## src/rvCorePkg.sv

```systemverilog
package rvCorePkg;

	localparam int xlen = 32;

	localparam logic [6:0] opcodeOpImm = 7'b0010011;
	localparam logic [6:0] opcodeOp = 7'b0110011;
	localparam logic [6:0] opcodeLui = 7'b0110111;
	localparam logic [6:0] opcodeAuipc = 7'b0010111;

	// Management address map
	localparam logic [15:0] addrControl = 16'h0000;
	localparam logic [15:0] addrProgramCounter = 16'h0004;
	localparam logic [15:0] addrInstruction = 16'h0008;
	localparam logic [15:0] addrRegisterBase = 16'h0100;

	typedef struct packed {
		logic [6:0] funct7;
		logic [4:0] rs2;
		logic [4:0] rs1;
		logic [2:0] funct3;
		logic [4:0] rd;
		logic [6:0] opcode;
	} rType;

	typedef struct packed {
		logic [11:0] imm;
		logic [4:0] rs1;
		logic [2:0] funct3;
		logic [4:0] rd;
		logic [6:0] opcode;
	} iType;

	typedef struct packed {
		logic [19:0] imm;
		logic [4:0] rd;
		logic [6:0] opcode;
	} uType;

	typedef union packed {
		rType r;
		iType i;
		uType u;
	} instructionWord;

	typedef struct packed {
		logic [xlen-1:0] pc;
		instructionWord instruction;
	} fetchEntry;

	typedef struct packed {
		logic psel;
		logic penable;
		logic pwrite;
		logic [15:0] paddr;
		logic [xlen-1:0] pwdata;
		logic [3:0] pstrb;
	} apbRequest;

	typedef struct packed {
		logic [xlen-1:0] prdata;
		logic pslverr;
	} apbResponse;

	typedef struct packed {
		logic run;
		logic step;
		logic pcWrite;
		logic [xlen-1:0] pcData;
	} fetchControl;

	typedef struct packed {
		logic write;
		logic [4:0] index;
		logic [xlen-1:0] data;
	} regAccess;

	typedef struct packed {
		logic raise;
		logic [xlen-1:0] pc;
	} errorReport;

endpackage

```

## src/managementPort.sv

```systemverilog
module managementPort import rvCorePkg::*; (
	input logic clk,
	input logic rst,
	input apbRequest apbIn,
	output apbResponse apbOut,
	output fetchControl control,
	output regAccess regWrite,
	output logic [4:0] regReadIndex,
	input logic [xlen-1:0] regReadData,
	input logic [xlen-1:0] fetchPc,
	input logic fetchBusy,
	input logic queueEmpty,
	input logic [xlen-1:0] lastInstruction,
	input errorReport error
);

	logic runFlag;
	logic stepPending;
	logic errorFlag;
	logic halted;
	logic access;
	logic selControl;
	logic selPc;
	logic selInstruction;
	logic selRegister;
	logic badAccess;
	logic controlWrite;

	function automatic logic [xlen-1:0] mergeBytes(
		input logic [xlen-1:0] current,
		input logic [xlen-1:0] data,
		input logic [3:0] strobe
	);
		logic [xlen-1:0] merged;
		merged = current;
		for (int i = 0; i < 4; i++) begin
			if (strobe[i])
				merged[8*i +: 8] = data[8*i +: 8];
		end
		return merged;
	endfunction

	assign access = apbIn.psel && apbIn.penable;
	assign halted = !runFlag && !stepPending && !fetchBusy && queueEmpty;

	assign selControl = apbIn.paddr == addrControl;
	assign selPc = apbIn.paddr == addrProgramCounter;
	assign selInstruction = apbIn.paddr == addrInstruction;
	// 32 word-aligned registers from the base
	assign selRegister = (apbIn.paddr[15:7] == addrRegisterBase[15:7]) && (apbIn.paddr[1:0] == 2'b00);

	always_comb begin
		badAccess = 1'b0;
		if (!(selControl || selPc || selInstruction || selRegister))
			badAccess = 1'b1;
		else if ((selPc || selInstruction || selRegister) && !halted)
			badAccess = 1'b1;
		else if (selControl && apbIn.pwrite && apbIn.pstrb[0] && apbIn.pwdata[0] && errorFlag)
			badAccess = 1'b1;
	end

	assign controlWrite = access && apbIn.pwrite && selControl && apbIn.pstrb[0] && !badAccess;

	always_ff @(posedge clk) begin
		if (rst) begin
			runFlag <= 1'b0;
			stepPending <= 1'b0;
			errorFlag <= 1'b0;
		end else begin
			// Step lasts one cycle, the fetch unit keeps it armed
			stepPending <= controlWrite && apbIn.pwdata[1] && !apbIn.pwdata[0] && !runFlag;
			if (controlWrite) begin
				runFlag <= apbIn.pwdata[0];
				if (apbIn.pwdata[2])
					errorFlag <= 1'b0;
			end
			if (error.raise) begin
				runFlag <= 1'b0;
				errorFlag <= 1'b1;
			end
		end
	end

	assign regReadIndex = apbIn.paddr[6:2];

	assign control.run = runFlag;
	assign control.step = stepPending;
	assign control.pcWrite = access && apbIn.pwrite && selPc && !badAccess;
	assign control.pcData = mergeBytes(fetchPc, apbIn.pwdata, apbIn.pstrb);

	assign regWrite.write = access && apbIn.pwrite && selRegister && !badAccess;
	assign regWrite.index = apbIn.paddr[6:2];
	assign regWrite.data = mergeBytes(regReadData, apbIn.pwdata, apbIn.pstrb);

	always_comb begin
		apbOut.prdata = '0;
		if (!badAccess) begin
			if (selControl)
				apbOut.prdata = {{(xlen-3){1'b0}}, errorFlag, halted, runFlag};
			else if (selPc)
				apbOut.prdata = fetchPc;
			else if (selInstruction)
				apbOut.prdata = lastInstruction;
			else
				apbOut.prdata = regReadData;
		end
	end

	assign apbOut.pslverr = access && badAccess;

endmodule

```

## src/fetchUnit.sv

```systemverilog
module fetchUnit import rvCorePkg::*; #(
	parameter logic [xlen-1:0] resetVector = '0
) (
	input logic clk,
	input logic rst,
	input fetchControl control,
	input errorReport error,
	input logic queueFull,
	output logic [xlen-1:0] imemAddress,
	output logic imemEnable,
	input logic [xlen-1:0] imemData,
	input logic imemBusy,
	output logic push,
	output fetchEntry pushEntry,
	output logic [xlen-1:0] fetchPc,
	output logic fetchBusy
);

	logic [xlen-1:0] pc;
	logic [xlen-1:0] requestAddress;
	logic requestActive;
	logic discard;
	logic stepArmed;
	logic issue;
	logic complete;

	assign complete = requestActive && !imemBusy;
	assign issue = !requestActive && !queueFull && (control.run || stepArmed) && !error.raise;

	always_ff @(posedge clk) begin
		if (rst) begin
			pc <= resetVector;
			requestActive <= 1'b0;
			discard <= 1'b0;
			stepArmed <= 1'b0;
		end else begin
			if (issue)
				requestActive <= 1'b1;
			else if (complete)
				requestActive <= 1'b0;

			// Redirect mid-flight, drop the word when it arrives
			if (error.raise && requestActive && !complete)
				discard <= 1'b1;
			else if (complete)
				discard <= 1'b0;

			if (error.raise)
				stepArmed <= 1'b0;
			else if (control.step)
				stepArmed <= 1'b1;
			else if (issue)
				stepArmed <= 1'b0;

			if (error.raise)
				pc <= error.pc;
			else if (control.pcWrite)
				pc <= control.pcData;
			else if (complete && !discard)
				pc <= pc + 32'd4;
		end
	end

	// Address held stable while the request is outstanding
	always_ff @(posedge clk) begin
		if (issue)
			requestAddress <= pc;
	end

	assign imemAddress = requestAddress;
	assign imemEnable = requestActive;

	assign push = complete && !discard && !error.raise;
	assign pushEntry.pc = requestAddress;
	assign pushEntry.instruction = imemData;

	assign fetchPc = pc;
	assign fetchBusy = requestActive || stepArmed;

endmodule

```

## src/instructionQueue.sv

```systemverilog
module instructionQueue import rvCorePkg::*; #(
	parameter int queueDepth = 2
) (
	input logic clk,
	input logic rst,
	input logic push,
	input fetchEntry pushEntry,
	input logic pop,
	input logic flush,
	output fetchEntry head,
	output logic empty,
	output logic full
);

	localparam int pointerWidth = (queueDepth > 1) ? $clog2(queueDepth) : 1;
	localparam int countWidth = $clog2(queueDepth + 1);

	fetchEntry storage [queueDepth];
	logic [pointerWidth-1:0] readPointer;
	logic [pointerWidth-1:0] writePointer;
	logic [countWidth-1:0] count;
	logic doPush;
	logic doPop;

	assign empty = count == '0;
	assign full = count == countWidth'(queueDepth);
	assign doPop = pop && !empty;
	// A full queue still takes a word when the head leaves
	assign doPush = push && (!full || doPop);

	always_ff @(posedge clk) begin
		if (rst || flush) begin
			readPointer <= '0;
			writePointer <= '0;
			count <= '0;
		end else begin
			if (doPush)
				writePointer <= (writePointer == pointerWidth'(queueDepth - 1)) ? '0 : writePointer + 1'b1;
			if (doPop)
				readPointer <= (readPointer == pointerWidth'(queueDepth - 1)) ? '0 : readPointer + 1'b1;
			if (doPush && !doPop)
				count <= count + 1'b1;
			else if (doPop && !doPush)
				count <= count - 1'b1;
		end
	end

	always_ff @(posedge clk) begin
		if (doPush && !flush)
			storage[writePointer] <= pushEntry;
	end

	assign head = storage[readPointer];

endmodule

```

## src/executeUnit.sv

```systemverilog
module executeUnit import rvCorePkg::*; (
	input logic clk,
	input logic rst,
	input fetchEntry head,
	input logic empty,
	output logic pop,
	input regAccess regWrite,
	input logic [4:0] regReadIndex,
	output logic [xlen-1:0] regReadData,
	output logic [xlen-1:0] lastInstruction,
	output errorReport error
);

	logic [xlen-1:0] registers [32];
	instructionWord word;
	logic isOpImm;
	logic isOp;
	logic isLui;
	logic isAuipc;
	logic valid;
	logic altFunct;
	logic [xlen-1:0] rs1Data;
	logic [xlen-1:0] rs2Data;
	logic [xlen-1:0] operandB;
	logic [xlen-1:0] upperImm;
	logic [4:0] shamt;
	logic [xlen-1:0] aluResult;
	logic [xlen-1:0] result;
	logic rdWrite;

	assign pop = !empty;
	assign word = head.instruction;

	assign isOpImm = word.r.opcode == opcodeOpImm;
	assign isOp = word.r.opcode == opcodeOp;
	assign isLui = word.r.opcode == opcodeLui;
	assign isAuipc = word.r.opcode == opcodeAuipc;

	// funct7 bit 5 picks SUB and the arithmetic shifts
	assign altFunct = word.r.funct7 == 7'b0100000;

	always_comb begin
		valid = 1'b0;
		if (isLui || isAuipc) begin
			valid = 1'b1;
		end else if (isOpImm) begin
			case (word.i.funct3)
				3'b001: valid = word.r.funct7 == 7'b0000000;
				3'b101: valid = (word.r.funct7 == 7'b0000000) || altFunct;
				default: valid = 1'b1;
			endcase
		end else if (isOp) begin
			if (word.r.funct7 == 7'b0000000)
				valid = 1'b1;
			else if (altFunct)
				valid = (word.r.funct3 == 3'b000) || (word.r.funct3 == 3'b101);
		end
	end

	assign rs1Data = (word.r.rs1 == 5'd0) ? '0 : registers[word.r.rs1];
	assign rs2Data = (word.r.rs2 == 5'd0) ? '0 : registers[word.r.rs2];
	assign operandB = isOp ? rs2Data : {{(xlen-12){word.i.imm[11]}}, word.i.imm};
	assign shamt = operandB[4:0];
	assign upperImm = {word.u.imm, 12'b0};

	always_comb begin
		case (word.r.funct3)
			3'b000: aluResult = (isOp && altFunct) ? rs1Data - operandB : rs1Data + operandB;
			3'b001: aluResult = rs1Data << shamt;
			3'b010: aluResult = {{(xlen-1){1'b0}}, $signed(rs1Data) < $signed(operandB)};
			3'b011: aluResult = {{(xlen-1){1'b0}}, rs1Data < operandB};
			3'b100: aluResult = rs1Data ^ operandB;
			3'b101: begin
				if (word.r.funct7[5])
					aluResult = $signed(rs1Data) >>> shamt;
				else
					aluResult = rs1Data >> shamt;
			end
			3'b110: aluResult = rs1Data | operandB;
			default: aluResult = rs1Data & operandB;
		endcase
	end

	always_comb begin
		if (isLui)
			result = upperImm;
		else if (isAuipc)
			result = head.pc + upperImm;
		else
			result = aluResult;
	end

	assign rdWrite = pop && valid && (word.r.rd != 5'd0);

	// Management writes only land while the queue is drained
	always_ff @(posedge clk) begin
		if (rdWrite)
			registers[word.r.rd] <= result;
		else if (regWrite.write && (regWrite.index != 5'd0))
			registers[regWrite.index] <= regWrite.data;
	end

	always_ff @(posedge clk) begin
		if (rst)
			lastInstruction <= '0;
		else if (pop)
			lastInstruction <= word;
	end

	assign regReadData = (regReadIndex == 5'd0) ? '0 : registers[regReadIndex];

	assign error.raise = pop && !valid;
	assign error.pc = head.pc;

endmodule

```

## src/rvCore.sv

```systemverilog
module rvCore import rvCorePkg::*; #(
	parameter logic [xlen-1:0] resetVector = '0,
	parameter int queueDepth = 2
) (
	input logic clk,
	input logic rst,
	input apbRequest apbIn,
	output apbResponse apbOut,
	output logic [xlen-1:0] imemAddress,
	output logic imemEnable,
	input logic [xlen-1:0] imemData,
	input logic imemBusy
);

	fetchControl control;
	regAccess regWrite;
	errorReport error;
	fetchEntry pushEntry;
	fetchEntry head;
	logic [4:0] regReadIndex;
	logic [xlen-1:0] regReadData;
	logic [xlen-1:0] fetchPc;
	logic [xlen-1:0] lastInstruction;
	logic fetchBusy;
	logic queueEmpty;
	logic queueFull;
	logic push;
	logic pop;

	managementPort management_i (
		.clk(clk),
		.rst(rst),
		.apbIn(apbIn),
		.apbOut(apbOut),
		.control(control),
		.regWrite(regWrite),
		.regReadIndex(regReadIndex),
		.regReadData(regReadData),
		.fetchPc(fetchPc),
		.fetchBusy(fetchBusy),
		.queueEmpty(queueEmpty),
		.lastInstruction(lastInstruction),
		.error(error)
	);

	fetchUnit #(
		.resetVector(resetVector)
	) fetch_i (
		.clk(clk),
		.rst(rst),
		.control(control),
		.error(error),
		.queueFull(queueFull),
		.imemAddress(imemAddress),
		.imemEnable(imemEnable),
		.imemData(imemData),
		.imemBusy(imemBusy),
		.push(push),
		.pushEntry(pushEntry),
		.fetchPc(fetchPc),
		.fetchBusy(fetchBusy)
	);

	// Invalid instruction flushes everything fetched behind it
	instructionQueue #(
		.queueDepth(queueDepth)
	) queue_i (
		.clk(clk),
		.rst(rst),
		.push(push),
		.pushEntry(pushEntry),
		.pop(pop),
		.flush(error.raise),
		.head(head),
		.empty(queueEmpty),
		.full(queueFull)
	);

	executeUnit execute_i (
		.clk(clk),
		.rst(rst),
		.head(head),
		.empty(queueEmpty),
		.pop(pop),
		.regWrite(regWrite),
		.regReadIndex(regReadIndex),
		.regReadData(regReadData),
		.lastInstruction(lastInstruction),
		.error(error)
	);

endmodule

```

## config.mk

```make
export PLATFORM = sky130hd
export DESIGN_NAME = rvCore
export DESIGN_NICKNAME = d
export VERILOG_FILES = /design/src/rvCorePkg.sv /design/src/managementPort.sv /design/src/fetchUnit.sv /design/src/instructionQueue.sv /design/src/executeUnit.sv /design/src/rvCore.sv
export SDC_FILE = /design/constraint.sdc
export NUM_CORES = 2
export LEC_CHECK = 0
export BUFFER_PORTS_ARGS = -buffer_cell sky130_fd_sc_hd__buf_2
export CAP_MARGIN = 40
export CORE_MARGIN = 2
export CORE_UTILIZATION = 28
export DETAILED_ROUTE_END_ITERATION = 16
export MAX_ROUTING_LAYER = met4
export RECOVER_POWER = 50
export SLEW_MARGIN = 40
export SYNTH_ARGS = -nofsm -noshare
export SYNTH_HDL_FRONTEND = slang
export SYNTH_SLANG_ARGS = --single-unit
```

## constraint.sdc

```tcl
create_clock -name clk -period 6.55 [get_ports clk]
set_input_delay 0.9825 -clock clk [delete_from_list [all_inputs] [get_ports clk]]
set_output_delay 0.9825 -clock clk [all_outputs]
set_load 0.1 [all_outputs]
```

==> run metrics <==
Slew Viols, Final=67; post-route setup slack=-0.0223 ns; Routed Wire Length=466000 um; Final Hold Viols=0; peak fanout along the critical path=53; pin count of the biggest net entering global routing=109; Worst Setup Start Kind=register; DR vias/cell=6.40; fillers=31600; chip width=565 um; Clk Tree Root Cell=clkbuf_16; DRT iter0 DRCs=16000; HP Class=in -> reg; Seq/Total Area, Yosys=0.421; Nets=9733; P&R area growth vs syn=20.1%; post-DR wirelength/cell=33.7 um; clock buffer depth=3; period utilisation layout=1.00; Detail Placement HPWL=313000 um; Async S/R FF share, synth=0; clk sink count=1259; num ports=156; #FFs+latches synth=1259; grt ovf=0; Synth warnings=0; failing checks=capacitance limit, slew limit, setup timing; 1st-pass router iterations=9; CTS tree=yes; Post-DP Area=100000 um^2; Layout Skew=0.0507 ns; clock slew at reported path FFs=0.06 ns; CTS Hold Bufs=0; Residual DRC=0; Clock Latency Late Sink=0.87 ns; Mapped Area=88100 um^2; global-route wire length before repair=642000 um; number of port buffers=155; total CTS buffers=147; Final Instance Area=106000 um^2; placer congestion estimate=1.06; Leak=0.0372 uW; worst path arrival time=7.17 ns; Core Box Area=312000 um^2; worst slew pin tran=3.21 ns; antenna-violating nets left=0; maximum vdd drop=326 uV; Max Cap Viol=2; H-tree level count=4; PwrDens=184 nW/um^2; DR vias=88400; pre-CTS setup slack=-0.211 ns; Syn Area/Cell=9.67 um^2; initial antenna violation count=35; Fmax achieved=152 MHz; CP required=7.15 ns; Initial Util=0.282; outcome=finished, violations left; Multi-input gate area=47200 um^2; Die H=565 um; CP endpoint kind=register; critical path type=reg -> reg; fin crit period=6.57 ns; Synth Flop Type=edfxtp_1; synth unique cells=114; Post-synth EDFFs=1184; Seq. cell area=37100 um^2; number of setup violations in the final report=16; FP Rows=205; die area=319000 um^2; number of global-route vias before repair=81400; Slew headroom=-1.14; Post-Synthesis Cells=9108; Overall Global Routing Usage=0.289; share of cells above drive strength 1=0.202
-- synth_stat cells, drive strengths merged, types with 20 or more instances --
cell | n | share of area
a221o | 20 | 0.0023
a21o | 98 | 0.0084
a31oi | 280 | 0.020
o31ai | 40 | 0.0034
o221ai | 26 | 0.0026
or3 | 22 | 0.0016
edfxtp | 1184 | 0.40
xnor2 | 31 | 0.0031
ha | 119 | 0.017
o21a | 34 | 0.0029
a211oi | 565 | 0.049
o32ai | 33 | 0.0057
a22oi | 42 | 0.0039
clkbuf | 405 | 0.017
mux4 | 324 | 0.083
nor4 | 20 | 0.0014
nor3 | 115 | 0.0065
a21oi | 1000 | 0.057
a2111oi | 73 | 0.0095
nand4 | 30 | 0.0021
nand3 | 386 | 0.022
a21boi | 33 | 0.0028
dfxtp | 75 | 0.017
a221oi | 60 | 0.0061
nor2 | 480 | 0.021
and3 | 132 | 0.0094
a32o | 45 | 0.0051
nor2b | 32 | 0.0024
mux2i | 262 | 0.030
inv | 208 | 0.0089
a311oi | 46 | 0.0046
a211o | 22 | 0.0022
o21ai | 513 | 0.029
and2 | 57 | 0.0041
o22ai | 78 | 0.0058
o211ai | 176 | 0.015
nand2 | 1279 | 0.055
buf | 477 | 0.030
mux2 | 59 | 0.0075
-- report_power, final --
part	internal, uW	total, uW	switching [uW]
combinational	719	1960	1250
sequential	8870	9010	140
clock	4720	8470	3750
-- cell usage in the layout (no fill, tap or decap), types with 59 or more instances in the layout --
master	netlist	layout
buf_4	58	744
dfxtp_1	75	74
a31oi_1	279	266
mux2i_1	255	247
a211oi_1	544	521
inv_1	195	191
nand3_1	386	384
mux2_2	59	59
clkbuf_1	405	99
edfxtp_1	1184	1184
buf_12	2	192
o211ai_1	176	176
clkbuf_16	0	155
nor2_1	478	473
a21o_1	98	98
o21ai_0	482	466
nand2_1	1278	1275
buf_2	242	92
ha_1	119	117
nor3_1	115	111
a21oi_1	991	977
o22ai_1	75	72
mux4_2	324	324
and3_1	132	131
-- cells by family (layout without fill, tap and decap cells) --
kind of cell,after synthesis,after routing,synth area share
buf+inv,1093,1595,0.0564
flops,1259,1259,0.421
compound gates,3316,3316,0.249
simple gates,2627,2627,0.131
xor+xnor,45,45,0.00447
fa+ha+maj,122,122,0.0176
mux,645,645,0.121
other cells,1,70,0.0000426
-- final timing paths --
check | startpoint | to | slack, ns | depth (start not counted)
max | register | execute_i.registers[14][0]$_DFFE_PP_ | -0.02 | 27
min | imemData[3] | queue_i.storage[0][3]$_DFFE_PP_ | 0.31 | 1
max reg2reg | register | execute_i.registers[14][0]$_DFFE_PP_ | -0.02 | 27
min reg2reg | fetch_i.imemAddress[7]$_DFFE_PP_ | queue_i.storage[0][39]$_DFFE_PP_ | 0.48 | 0
-- metal layers --
metal	up-vias	global-route usage	wire length, um
met5	-	-	0
met4	0	0.197	38600
met3	1900	0.0856	65100
met2	7572	0.408	195000
met1	42800	0.352	168000
li1	36200	-	-
-- cell type report --
class,count,share of cell area
well taps,4140,0.0489
multi-input cells,6787,0.446
clock inverters,85,0.00897
clock buffers,184,0.0363
inverters,211,0.00815
repair buffers,1115,0.100
flip-flops and latches,1259,0.350
diodes,38,0.000898
-- registers in the layout (all words and copies together), names as in the netlist, named ones only --
signal	cells
fetch_i.imemAddress	32
queue_i.writePointer	1
queue_i.readPointer	1
fetch_i.fetchPc	32
fetch_i.stepArmed	1
execute_i.registers	1024
management_i.stepPending	1
management_i.runFlag	1
queue_i.storage	128
queue_i.count	2
management_i.errorFlag	1
fetch_i.imemEnable	1
execute_i.lastInstruction	32
fetch_i.discard	1
-- worst max-delay path, cell delays in order, from the launching register on --
cell and delay [ns]:
dfxtp_4 0.44, buf_4 0.15, buf_12 0.25, mux2i_4 0.30, buf_6 0.38, o21ai_1 0.23
buf_4 0.24, nand2_1 0.21, buf_12 0.20, buf_4 0.26, nor2_1 0.08, nor3_1 0.20
buf_4 0.21, ha_1 0.25, or4_1 0.62, nor3_1 0.21, nand4_1 0.26, a31oi_2 0.24
a221oi_1 0.10, buf_4 0.16, nand3b_1 0.09, o21ai_2 0.09, buf_4 0.18, a22oi_1 0.30
buf_4 0.20, a21oi_4 0.06, buf_12 0.16, clkbuf_16 0.18
-- through the flow --
| stage | total power (uW) | utilization | instances | setup TNS (ns) | hold WS, ns |
|---|---|---|---|---|---|
| final | 19400 | 0.339 | 13800 | -0.245 | 0.306 |
| after detailed placement | 11000 | 0.321 | 13500 | -25.69 | 0.455 |
| after global routing | 19800 | 0.339 | 13800 | -3.60 | 0.289 |
| after CTS | 19300 | 0.337 | 13800 | 0 | 0.273 |
| after global placement | 11000 | 0.321 | 13500 | -42.21 | 0.460 |
| after floorplan | 10200 | - | 9139 | -0.626 | 0.406 |
-- repair_timing --
action	4_1_cts	5_1_grt
buffers inserted	2	15
gates cloned	0	7
gates resized for setup	13	82
pin swaps	3	18
endpoints found under the hold margin	0	0
endpoints found under the setup margin	192	480
(Power assumes the default switching activity.)
